--- config.mk ---
export PLATFORM = sky130hd
export DESIGN_NAME = addr_stage
export DESIGN_NICKNAME = d
export VERILOG_FILES = /design/src/source/mem_pkg.sv /design/src/source/pipe_pkg.sv /design/src/source/addr_stage.sv
export SDC_FILE = /design/constraint.sdc
export NUM_CORES = 1
export LEC_CHECK = 0
export BUFFER_PORTS_ARGS = -buffer_cell sky130_fd_sc_hd__buf_4
export CORE_UTILIZATION = 25
export DETAILED_ROUTE_END_ITERATION = 12
export GPL_TIMING_DRIVEN = 0
export PLACE_DENSITY_LB_ADDON = 0.1
export SYNTH_ARGS = -nofsm -noshare
export SYNTH_HDL_FRONTEND = slang
export SYNTH_SLANG_ARGS = --single-unit
--- constraint.sdc ---
create_clock -name clk -period 3 [get_ports clk]
set_clock_uncertainty 0.15 [all_clocks]
set_input_delay 0.15 -clock clk [delete_from_list [all_inputs] [get_ports clk]]
set_output_delay 0.15 -clock clk [all_outputs]
set_load 0.01 [all_outputs]
--- src/source/mem_pkg.sv ---
package mem_pkg;

    // op code layout {access, size[1:0], write, unsigned}
    typedef logic [4:0] mem_op_t;

    localparam int op_access_bit   = 4;
    localparam int op_size_hi      = 3;
    localparam int op_size_lo      = 2;
    localparam int op_write_bit    = 1;
    localparam int op_unsigned_bit = 0;

    // access size codes, code 2 unused
    localparam logic [1:0] size_byte = 2'd0;
    localparam logic [1:0] size_half = 2'd1;
    localparam logic [1:0] size_word = 2'd3;

    // word ram geometry, index from addr[9:2]
    localparam int mem_words  = 256;
    localparam int mem_addr_w = 8;

    // cycles from first sight of a request to ok
    localparam int mem_latency = 2;

    // latency counter sizing
    localparam int lat_cnt_w = $clog2(mem_latency + 1);

    typedef logic [lat_cnt_w-1:0] lat_cnt_t;

    localparam lat_cnt_t lat_done = lat_cnt_t'(mem_latency);

endpackage

--- src/source/pipe_pkg.sv ---
package pipe_pkg;

    // datapath width
    localparam int data_w = 32;

    // register file address width
    localparam int reg_addr_w = 5;

    typedef logic [data_w-1:0] word_t;

    typedef logic [reg_addr_w-1:0] reg_addr_t;

    // carried from address stage to memory stage
    // addr is base + offset, also the alu result for non-access ops
    typedef struct packed {
        logic              we;
        reg_addr_t         wa;
        word_t             addr;
        word_t             store_data;
        mem_pkg::mem_op_t  op;
    } ex_payload_t;

    // carried from memory stage to writeback
    typedef struct packed {
        logic       we;
        reg_addr_t  wa;
        word_t      data;
    } wb_payload_t;

    // 1 + 5 + 32 + 32 + 5 bits
    // 1 + 5 + 32 bits

endpackage

--- src/source/addr_stage.sv ---
`timescale 1ns/1ps

module addr_stage (
    input  logic                  clk,
    input  logic                  rst,

    input  logic                  in_valid_i,
    output logic                  in_ready_o,
    input  logic                  in_we_i,
    input  pipe_pkg::reg_addr_t   in_wa_i,
    input  pipe_pkg::word_t       in_base_i,
    input  pipe_pkg::word_t       in_offset_i,
    input  pipe_pkg::word_t       in_store_data_i,
    input  mem_pkg::mem_op_t      in_mem_op_i,

    output logic                  out_valid_o,
    output pipe_pkg::ex_payload_t out_payload_o,
    input  logic                  out_ready_i
);

    // input transfer this cycle
    logic take;

    // free when empty or downstream drains us now
    assign in_ready_o = !out_valid_o || out_ready_i;
    assign take       = in_valid_i && in_ready_o;

    // valid flag follows the input whenever the slot can move
    always_ff @(posedge clk) begin
        if (rst) begin
            out_valid_o <= 1'b0;
        end else if (in_ready_o) begin
            out_valid_o <= in_valid_i;
        end
    end

    // effective address add, registered with the rest of the op
    // non-access ops write this sum back unchanged
    always_ff @(posedge clk) begin
        if (take) begin
            out_payload_o.we         <= in_we_i;
            out_payload_o.wa         <= in_wa_i;
            out_payload_o.addr       <= in_base_i + in_offset_i;
            out_payload_o.store_data <= in_store_data_i;
            out_payload_o.op         <= in_mem_op_i;
        end
    end

endmodule

==> metrics <==
status=completed; hpwl dp=8.35 mm; PD cells=a little under 500 nW/um^2; Setup WS post-layout=about 490 ps; Clock Sinks=between 70 and 80; initial core utilization=0.261; WS Path Type=input port to flop; unrepaired setup endpoints after global routing=no; R2R Path Start=out_valid_o; min-delay worst type=input port to flop; Final setup viols=0; CP Max Fanout=4; Slew Limit Fails=0; HP Start=in_offset_i[1]; CP required=around 2900 ps; Fin. Hold Viols=0; Cell variety after synth=between 50 and 60; site row count=45; Die H=between 100 and 150 microns; Final Cycle Share=0.835; total core area=15400 sq um; leakage=between 0.002 and 0.003 uW; pin count of the biggest net entering global routing=50; pre-CTS setup slack=between 100 and 150 ps; DR WL/cell=between 10 and 15 microns; cell internal pwr=around 2300 uW; GRT Total Usage=0.135; Port Buf Inserts=between 150 and 200; DRC viols=0; vias in the first global route=~3400; Synth Warn #=0; Max-Cap Viols=0; Seq/Total Area, Yosys=0.565; Starting DRT DRC Count=122; io pins=between 150 and 200; Antenna Violating Nets Remaining=0; top post-synthesis cells by count=edfxtp_1, ha_1, a21oi_1; syn avg cell area=12.7 sq um; maximum VDD drop=between 0.2 and 0.25 mV; # fillers=about 1500; Clock Power Share=0.331; gpl congestion=~0.81; n_diodes=0; dominant cells by area after synthesis=edfxtp_1, ha_1, a21oi_1; layout cells sized above 1=0.392; Yosys top cell area share=0.560; Achievable Freq=between 300 and 400 MHz; initial antenna violation count=0; worst skew pair latency=~330 ps; cell taking the most area after synthesis=edfxtp_1; Critical Path Start Type=input port; Comb power frac=0.250; sw frac=0.277; Synth Register Bits=between 70 and 80; DIE AREA=roughly 17000 sq um; clock root buffer=clkbuf_16; Via density=~4.4; Least-Margin Pin Slew=between 500 and 600 ps; Critical Path Start=in_base_i[0]; Routed WL=roughly 11 mm; routed vias=3456; Chip Width=129 microns; syn_nets=460; top-count cell post-synth=edfxtp_1; Post-Syn Area=4020 sq um; worst rel slew slack=0.602; cts bufs inserted=9; drt first pass iters=4; sequential share of power=0.419; Top FF cell, synth=edfxtp_1; Cells after Synth=between 300 and 400; first-pass GRT wire length=16.9 mm; register clock-pin slew on the reported worst setup and hold paths=around 60 ps; CTS tree=done; crit path capture type=flop; Clock Path Buffers=2; global route overflow=0; Post-synth EDFFs=75; fraction of registers with async set/reset=0; Area Overhead vs Synth=60.7%; final cell utilization of the core=0.419; Tot Pwr=~3200 uW; fin crit period=approximately 2500 ps; htree depth=3; nets=705; net switching power=about 870 uW; critical path arrival=approximately 2400 ps
power by group through the flow:
stage	sequential, uW	combinational, uW	clock (uW)
final	1320	788	1040
after global routing	1330	867	1130
after CTS	1320	799	1080
after detailed placement	1340	743	0
after global placement	1350	735	0
after floorplan	1400	343	0
routing by layer:
layer	wire, microns	global-route usage
met1	4820	0.165
met3	767	0.0312
met2	5390	0.226
met4	196	0.0588
met5	0	0
registers in the layout, summed over array words and instances (netlist names):
register	count
out_valid_o	1
out_payload_o	75
worst max-delay path, stage by stage:
cell and delay, ps:
buf_4 110, ha_1 240, fa_1 410, a21o_1 230
a31o_2 270, nand2_1 90, o221ai_1 270, a311oi_1 390
o21bai_1 120, xor2_1 150
metrics by stage:
step                      instance area, sq um  TNS [ps]  cells  hold WS [ps]
final                                     6460         0    778          23.1
after global routing                      6460         0    778          22.9
after CTS                                 6460         0    778          13.2
after detailed placement                  5720         0    716           159
after global placement                    5690    -57220    715           158
after floorplan                           4020         0    317          69.1
what timing repair did:
action,in CTS,in global routing
hold buffers,46,0
setup buffers,0,0
endpoints found under the hold margin,45,0
endpoints found under the setup margin,0,0
resized for setup,0,0
final cells by class:
cell class              instances  area [sq um]  area share
repair buffers                234          1890       0.293
multi-input cells             226          1690       0.262
clock inverters                 7          57.6     0.00891
inverters                       9          33.8     0.00523
well taps                     211           264      0.0409
plain buffers                   6          25.0     0.00387
flip-flops and latches         76          2270       0.352
clock buffers                   9           225      0.0349
cells in the final DEF (no fill, tap or decap), types with 3 or more instances in the layout:
cell type | Yosys | layout
a21o_1 | 17 | 17
a21oi_1 | 29 | 29
a31oi_1 | 4 | 4
buf_4 | 0 | 187
clkbuf_1 | 3 | 3
clkbuf_16 | 0 | 9
dlygate4sd3_1 | 0 | 46
edfxtp_1 | 75 | 75
ha_1 | 31 | 31
inv_1 | 9 | 9
inv_6 | 0 | 3
nand2_1 | 21 | 21
nand2b_1 | 4 | 4
nand3_1 | 7 | 7
nand4_1 | 7 | 7
nor2_1 | 9 | 9
nor3_1 | 4 | 4
o21ai_0 | 14 | 14
o21ai_2 | 3 | 3
o21bai_1 | 5 | 5
or2_2 | 4 | 4
xnor2_1 | 12 | 12
xor2_1 | 16 | 16
path summary, 6_finish.rpt:
path                            end  slack [ps]  depth (start not counted)
setup / recovery  out_payload_o[63]         490                         10
hold / removal    out_payload_o[38]          20                          2
setup reg to reg  out_payload_o[63]        1320                          3
hold reg to reg   out_payload_o[19]         800                          2
logic make-up after synthesis:
family,synth area share
AOI/OAI and AO/OA,0.168
xor gates and xnor gates,0.0610
buffers and inverters,0.0146
adders and majority gates,0.101
muxes,0.00498
and+or+nand+nor,0.0850
DFF,0.565
Power figures use the tool's default switching activity.
