File: src/source/stage_buffer.sv
`timescale 1ns/1ps

module stage_buffer #(
    parameter type payload_t = logic [31:0]
) (
    input  logic     clk,
    input  logic     rst,

    input  logic     in_valid_i,
    input  payload_t in_payload_i,
    output logic     in_ready_o,

    output logic     out_valid_o,
    output payload_t out_payload_o,
    input  logic     out_ready_i
);

    // single slot
    logic     full_q;
    payload_t data_q;

    // can load when empty or being emptied this cycle
    assign in_ready_o = !full_q || out_ready_i;

    assign out_valid_o   = full_q;
    assign out_payload_o = data_q;

    always_ff @(posedge clk) begin
        if (rst) begin
            full_q <= 1'b0;
        end else if (in_ready_o) begin
            full_q <= in_valid_i;
        end
    end

    // payload only moves on a real transfer
    always_ff @(posedge clk) begin
        if (in_valid_i && in_ready_o) begin
            data_q <= in_payload_i;
        end
    end

endmodule

File: config.mk
export PLATFORM = sky130hd
export DESIGN_NAME = stage_buffer
export DESIGN_NICKNAME = d
export VERILOG_FILES = /design/src/source/stage_buffer.sv
export SDC_FILE = /design/constraint.sdc
export NUM_CORES = 1
export LEC_CHECK = 0
export ABC_AREA = 1
export BUFFER_PORTS_ARGS = -buffer_cell sky130_fd_sc_hd__buf_2
export CAP_MARGIN = 20
export CORE_MARGIN = 3
export CORE_UTILIZATION = 36
export CTS_CLUSTER_SIZE = 8
export DETAILED_ROUTE_END_ITERATION = 10
export GPL_ROUTABILITY_DRIVEN = 1
export HOLD_SLACK_MARGIN = 0.15
export PLACE_DENSITY = 0.81
export SYNTH_ARGS = -nofsm -noshare
export SYNTH_HDL_FRONTEND = slang
export SYNTH_SLANG_ARGS = --single-unit
File: constraint.sdc
create_clock -name clk -period 3 [get_ports clk]
set_input_delay 0.6 -clock clk [delete_from_list [all_inputs] [get_ports clk]]
set_output_delay 0.6 -clock clk [all_outputs]
set_load 0.1 [all_outputs]
==> results.tsv, run 1 <==
metric	value	unit
Req. time, crit path	2.40	ns
FF+latch area	981	sq um
initial core utilization	39.3	%
DR WL/cell	13.8	microns
Slew Limit Fails	0	
Final Total Pwr	0.00103	W
Syn Std Cell Area	0.00101	sq mm
# IOs	70	
clk root buf	clkbuf_4	
Flop pwr share	52.7	%
sequential-to-total area share from yosys stat	97.3	%
via count	641	
die height	58.9	microns
skew final	0.00367	ns
fraction of registers with async set/reset	0	%
first-pass GRT wire length	3.07	mm
Post-synth EDFFs	32	
final WL	2.01	mm
CTS tree	done	
leakage power	0.641	nW
Mapped Cells	38	
RSZ-0062 raised after global routing	false	
area of the multi-input gates	31.3	sq um
P_sw	0.000370	W
Reg clk slew, reported paths	0.10	ns
Num CTS Buffers	5	
Max FO, Critical Path	2	
pre-CTS setup slack	1.11	ns
top-count cell post-synth	edfxtp_1	
top cells by area, synth	edfxtp_1, dfxtp_1, a21oi_2	
MaxCap Viol Count	0	
worst min-delay path class	in2reg	
Int Pwr	0.000660	W
syn_nets	74	
total core area	0.00257	sq mm
hold path depth	2	
hold path endpoint	out_valid_o	
hold bufs inserted after CTS	0	
Final min period	1.83	ns
Setup crit start kind	input port	
r2r endpoint	out_payload_o[5]	
Distinct cells, synth	7	
clk sinks	33	
grt ovf	0	
Logic pwr share	24.8	%
FP Rows	18	
worst-margin pin slew	0.572	ns
HP Start	rst	
area grow syn2layout	45.3	%
ANT nets after route	0	
CP endpoint kind	output pin	
Max Fclk	0.547	GHz
Peak VDD IR	0.474	mV
initial antenna violation count	0	
# setup viols final	0	
Resize count post-CTS	0	
DRC viols	0	
Clock Latency Late Sink	0.33	ns
Post CTS Setup Buffer Count	0	
vias per cell	4.39	
Final Wtd Congestion	0.617	
Hold Vio Cnt, Final	0	
chip width	58.9	microns
area share of the largest cell type after synthesis	95.3	%
post-DP HPWL	1.59	mm
gr usage total	13.1	%
layout cell share with drive strength beyond 1	70.7	%
Crit path arrival time	1.23	ns
number of I/O port buffers	69	
largest net degree at the start of global routing	19	
R2R depth	2	
Primary FF master, synth	edfxtp_1	
final std cells w/o fill	146	
fin crit share	61.0	%
Rel. slew slack	61.8	%
top cell type by total area after synthesis	edfxtp_1	
Final WS setup	1.17	ns
Final #Nets	151	
switching share of power	35.9	%
fill count	203	
initial DRC count	13	
clock tree buffer depth	2	
H-tree depth	2	
Yosys Warn Count	0	
FF-to-FF Start	out_valid_o	
total negative slack	0	ns
flop and latch count out of synthesis	33	
clock share of power	22.5	%
Crit. Startpoint	out_ready_i	
status	finished clean	
reg-to-reg setup timing slack	1.50	ns
number of global-route vias before repair	726	
Inst Count DP	138	
Setup Crit Path Kind	in2out	
power per cell area	704	mW/mm^2
diodes inserted	0	
TritonRoute pass-1 iters	3	
Die Area	0.00347	sq mm
post-synthesis average cell area	26.5	sq um
[per-stage QoR]
step                      cell area, sq um  hold slack, ns  util [%]
after floorplan                       1010           0.662         -
after global placement                1410           0.503      54.9
final                                 1470           0.423      57.1
after global routing                  1470           0.399      57.1
after CTS                             1470           0.398      57.1
after detailed placement              1410           0.524      54.9
[critical path, cell delays in order]
cell and delay, ns:
buf_2 0.09, inv_2 0.05, nand2_2 0.07, buf_2 0.43
[per-layer routing]
metal	vias to the layer above	part of all wire, %	global-route usage (%)
li1	301	-	-
met1	283	31	11.5
met5	-	0	0
met3	5	17	8.11
met2	52	50	20.8
met4	0	2.5	10.7
[layout make-up]
class	count	share of cell area [%]
sequential	33	67.0
timing repair buffer	70	24.1
clock buffer	5	2.56
tap	30	2.56
multi-input combinational	3	2.13
clock inverter	3	1.20
inverter	2	0.512
[power by group through the flow]
stage                     Clock, W  Combinational (W)  Sequential, W
after CTS                 0.000246           0.000257       0.000544
final                     0.000232           0.000255       0.000543
after floorplan                  0          0.0000149       0.000745
after global placement           0           0.000254       0.000553
after detailed placement         0           0.000257       0.000555
after global routing      0.000265           0.000263       0.000546
[state kept, by name (all words and copies together) (netlist names)]
register and flops:
out_payload_o 32, out_valid_o 1
[cell families (layout without fill, tap and decap cells)]
group | count (synthesis) | in the layout | share of synthesized area [%]
flops | 33 | 33 | 97.3
compound gates | 2 | 2 | 1.36
buf+inv | 2 | 80 | 0.744
simple gates | 1 | 1 | 0.621
[worst max path at each step]
stage	end	slack, ns	depth (start not counted)
floorplan	out_payload_o[0]	0.15	1
CTS	in_ready_o	1.16	2
finish	in_ready_o	1.17	4
global placement	out_payload_o[18]	1.17	4
global route	in_ready_o	1.13	2
detailed placement	out_payload_o[27]	1.11	4
[placed cells by master, fill, tap and decap left out, drive strengths merged]
| cell type | netlist | routed |
|---|---|---|
| nand2 | 1 | 1 |
| buf | 0 | 70 |
| dfxtp | 1 | 1 |
| inv | 2 | 2 |
| clkbuf | 0 | 5 |
| clkinv | 0 | 2 |
| a21oi | 2 | 2 |
| clkinvlp | 0 | 1 |
| edfxtp | 32 | 32 |
No activity file was read; power rests on OpenSTA's default activity.
==> inputs of run 2 (changes only) <==
--- a/config.mk
+++ b/config.mk
@@ -9,12 +9,12 @@
 export BUFFER_PORTS_ARGS = -buffer_cell sky130_fd_sc_hd__buf_2
 export CAP_MARGIN = 20
 export CORE_MARGIN = 3
-export CORE_UTILIZATION = 36
+export CORE_UTILIZATION = 35
 export CTS_CLUSTER_SIZE = 8
 export DETAILED_ROUTE_END_ITERATION = 10
 export GPL_ROUTABILITY_DRIVEN = 1
 export HOLD_SLACK_MARGIN = 0.15
-export PLACE_DENSITY = 0.81
+export PLACE_DENSITY = 0.82
 export SYNTH_ARGS = -nofsm -noshare
 export SYNTH_HDL_FRONTEND = slang
 export SYNTH_SLANG_ARGS = --single-unit
==> constraint.sdc (replaced) <==
create_clock -name clk -period 1.47 [get_ports clk]
set_input_delay 0.294 -clock clk [delete_from_list [all_inputs] [get_ports clk]]
set_output_delay 0.294 -clock clk [all_outputs]
set_load 0.1 [all_outputs]
==> run 2 against run 1 <==
Hold slack got worse by 0.13 ns. First-iteration DRC count shrank 69%. Die area up 2.6%. Power is 130% higher. Utilization is 14 points higher. Worst setup slack worse by 1.1 ns. Non-clock buffer count up 34. Largest power group unchanged. Highest routed layer unchanged.
==> results.tsv, run 2 (synthesis results as in run 1) <==
metric	value	unit	change
status	finished clean		
CP endpoint kind	output pin		
Max Fclk	0.713	GHz	
Max FO, Critical Path	1		-1
Reg clk slew, reported paths	0.10	ns	about the same
diodes inserted	0		unchanged
Final Wtd Congestion	0.639		+3.6%
switching share of power	32.6	%	-3.4 points
slowest stage delay, CP	0.43	ns	about the same
CTS tree	done		
layout cell share with drive strength beyond 1	54.7	%	-16 points
MaxCap Viol Count	0		unchanged
Slew Limit Fails	0		unchanged
via count	792		+24%
die height	59.7	microns	+1.3%
Slowest-stage cell, CP	buf_2		
delay-heaviest family, CP	buffers and inverters		
RSZ-0062 raised after global routing	false		
TritonRoute pass-1 iters	2		-1
max reg flops	32		unchanged
worst min-delay path class	in2reg		
initial core utilization	38.6	%	-0.68 points
FP Rows	18		unchanged
Die Area	0.00356	sq mm	+2.6%
initial DRC count	4		-9
ANT nets after route	0		unchanged
post-DP HPWL	1.56	mm	-1.7%
Logic pwr share	25.9	%	+1.1 points
DRC viols	0		unchanged
most common cell after layout, fill and taps aside	buf_2		
# IOs	70		unchanged
Final min period	1.40	ns	
CP cell instances	buf_2		
total negative slack	0	ns	unchanged
Peak VDD IR	1.04	mV	+120%
vias per cell	4.40		+0.22%
worst-margin pin slew	0.500	ns	-0.0719 ns
clk sinks	33		unchanged
grt ovf	0		unchanged
Setup Crit Path Kind	reg2out		
Rel. slew slack	66.9	%	+5.1 points
initial antenna violation count	0		unchanged
clk root buf	clkbuf_4		
Post CTS Setup Buffer Count	0		unchanged
Crit path arrival time	1.11	ns	-0.12 ns
# setup viols final	0		unchanged
most frequent cells in the layout	buf_2, dlygate4sd3_1, edfxtp_1, clkbuf_4, buf_12		
Clock Latency Late Sink	0.32	ns	about the same
DR WL/cell	15.1	microns	+9.9%
fin crit share	95.4	%	
hold_ws	0.297	ns	-0.126 ns
H-tree depth	2		unchanged
P_sw	0.000768	W	+110%
FF+latch area	985	sq um	+0.38%
power per cell area	1270	mW/mm^2	+80%
clock tree buffer depth	2		unchanged
Setup crit start kind	register		
area of the multi-input gates	31.3	sq um	unchanged
chip width	59.7	microns	+1.3%
Flop pwr share	47.0	%	-5.7 points
fill count	161		-21%
Final #Nets	185		+23%
Inst Count DP	139		+0.72%
Int Pwr	0.00159	W	+140%
number of I/O port buffers	69		unchanged
total core area	0.00261	sq mm	+1.8%
largest net degree at the start of global routing	22		+3
skew final	0.0144	ns	+0.0108 ns
clock share of power	27.1	%	+4.6 points
final std cells w/o fill	180		+23%
final WL	2.73	mm	+36%
gr usage total	17.4	%	+4.3 points
Hold Vio Cnt, Final	0		unchanged
area grow syn2layout	84.6	%	
number of global-route vias before repair	897		+24%
worst path buffer plus inverter count	1		-2
leakage power	0.807	nW	+26%
Num CTS Buffers	5		unchanged
Req. time, crit path	1.18	ns	-1.22 ns
first-pass GRT wire length	4.21	mm	+37%
run 2: what timing repair did:
item                                    CTS  global route
endpoints found under the setup margin    0             3
hold endpoints to repair                 30             3
hold buffers                             30             3
resized for setup                         0             3
run 2: worst paths after layout:
check	startpoint	endpoint	slack, ns	depth (start not counted)
worst max-delay path	out_payload_o[1]	out_payload_o[1]	0.07	1
worst min-delay path	in_valid_i	out_valid_o	0.30	3
worst max register to register	out_valid_o	out_payload_o[28]	0.41	2
worst min register to register	out_valid_o	out_valid_o	0.59	2
run 2: power by group through the flow:
stage	clock network (W)	registers, W	logic [W]
6_report	0.000639	0.00111	0.000611
5_1_grt	0.000712	0.00112	0.000630
4_1_cts	0.000649	0.00111	0.000598
3_5_place_dp	0	0.00113	0.000537
3_3_place_gp	0	0.00113	0.000531
2_1_floorplan	0	0.00152	0.0000334
run 2: area by class of cell:
| type | instances | area share [%] |
|---|---|---|
| Timing Repair Buffer | 104 | 39.0 |
| Tap cell | 30 | 2.02 |
| Clock buffer | 6 | 2.22 |
| Clock inverter | 2 | 1.81 |
| Sequential cell | 33 | 52.9 |
| Multi-Input combinational cell | 3 | 1.68 |
| Inverter | 2 | 0.403 |
run 2: routing by layer:
metal / vias to the layer above / track usage (%) / wire, microns
met5: - / 0 / 0
li1: 370 / - / -
met1: 361 / 17.7 / 928
met2: 55 / 28.2 / 1410
met4: 0 / 11.1 / 54
met3: 6 / 8.21 / 330
run 2: through the flow:
step                util [%]  instance area (sq um)  setup slack, ns  total power (W)
CTS                     69.8                   1820           0.0394          0.00236
global placement        55.5                   1450            0.358          0.00166
global route            71.3                   1860           0.0103          0.00246
finish                  71.3                   1860           0.0673          0.00236
floorplan                  -                   1020          0.00395          0.00155
detailed placement      55.5                   1450            0.328          0.00167
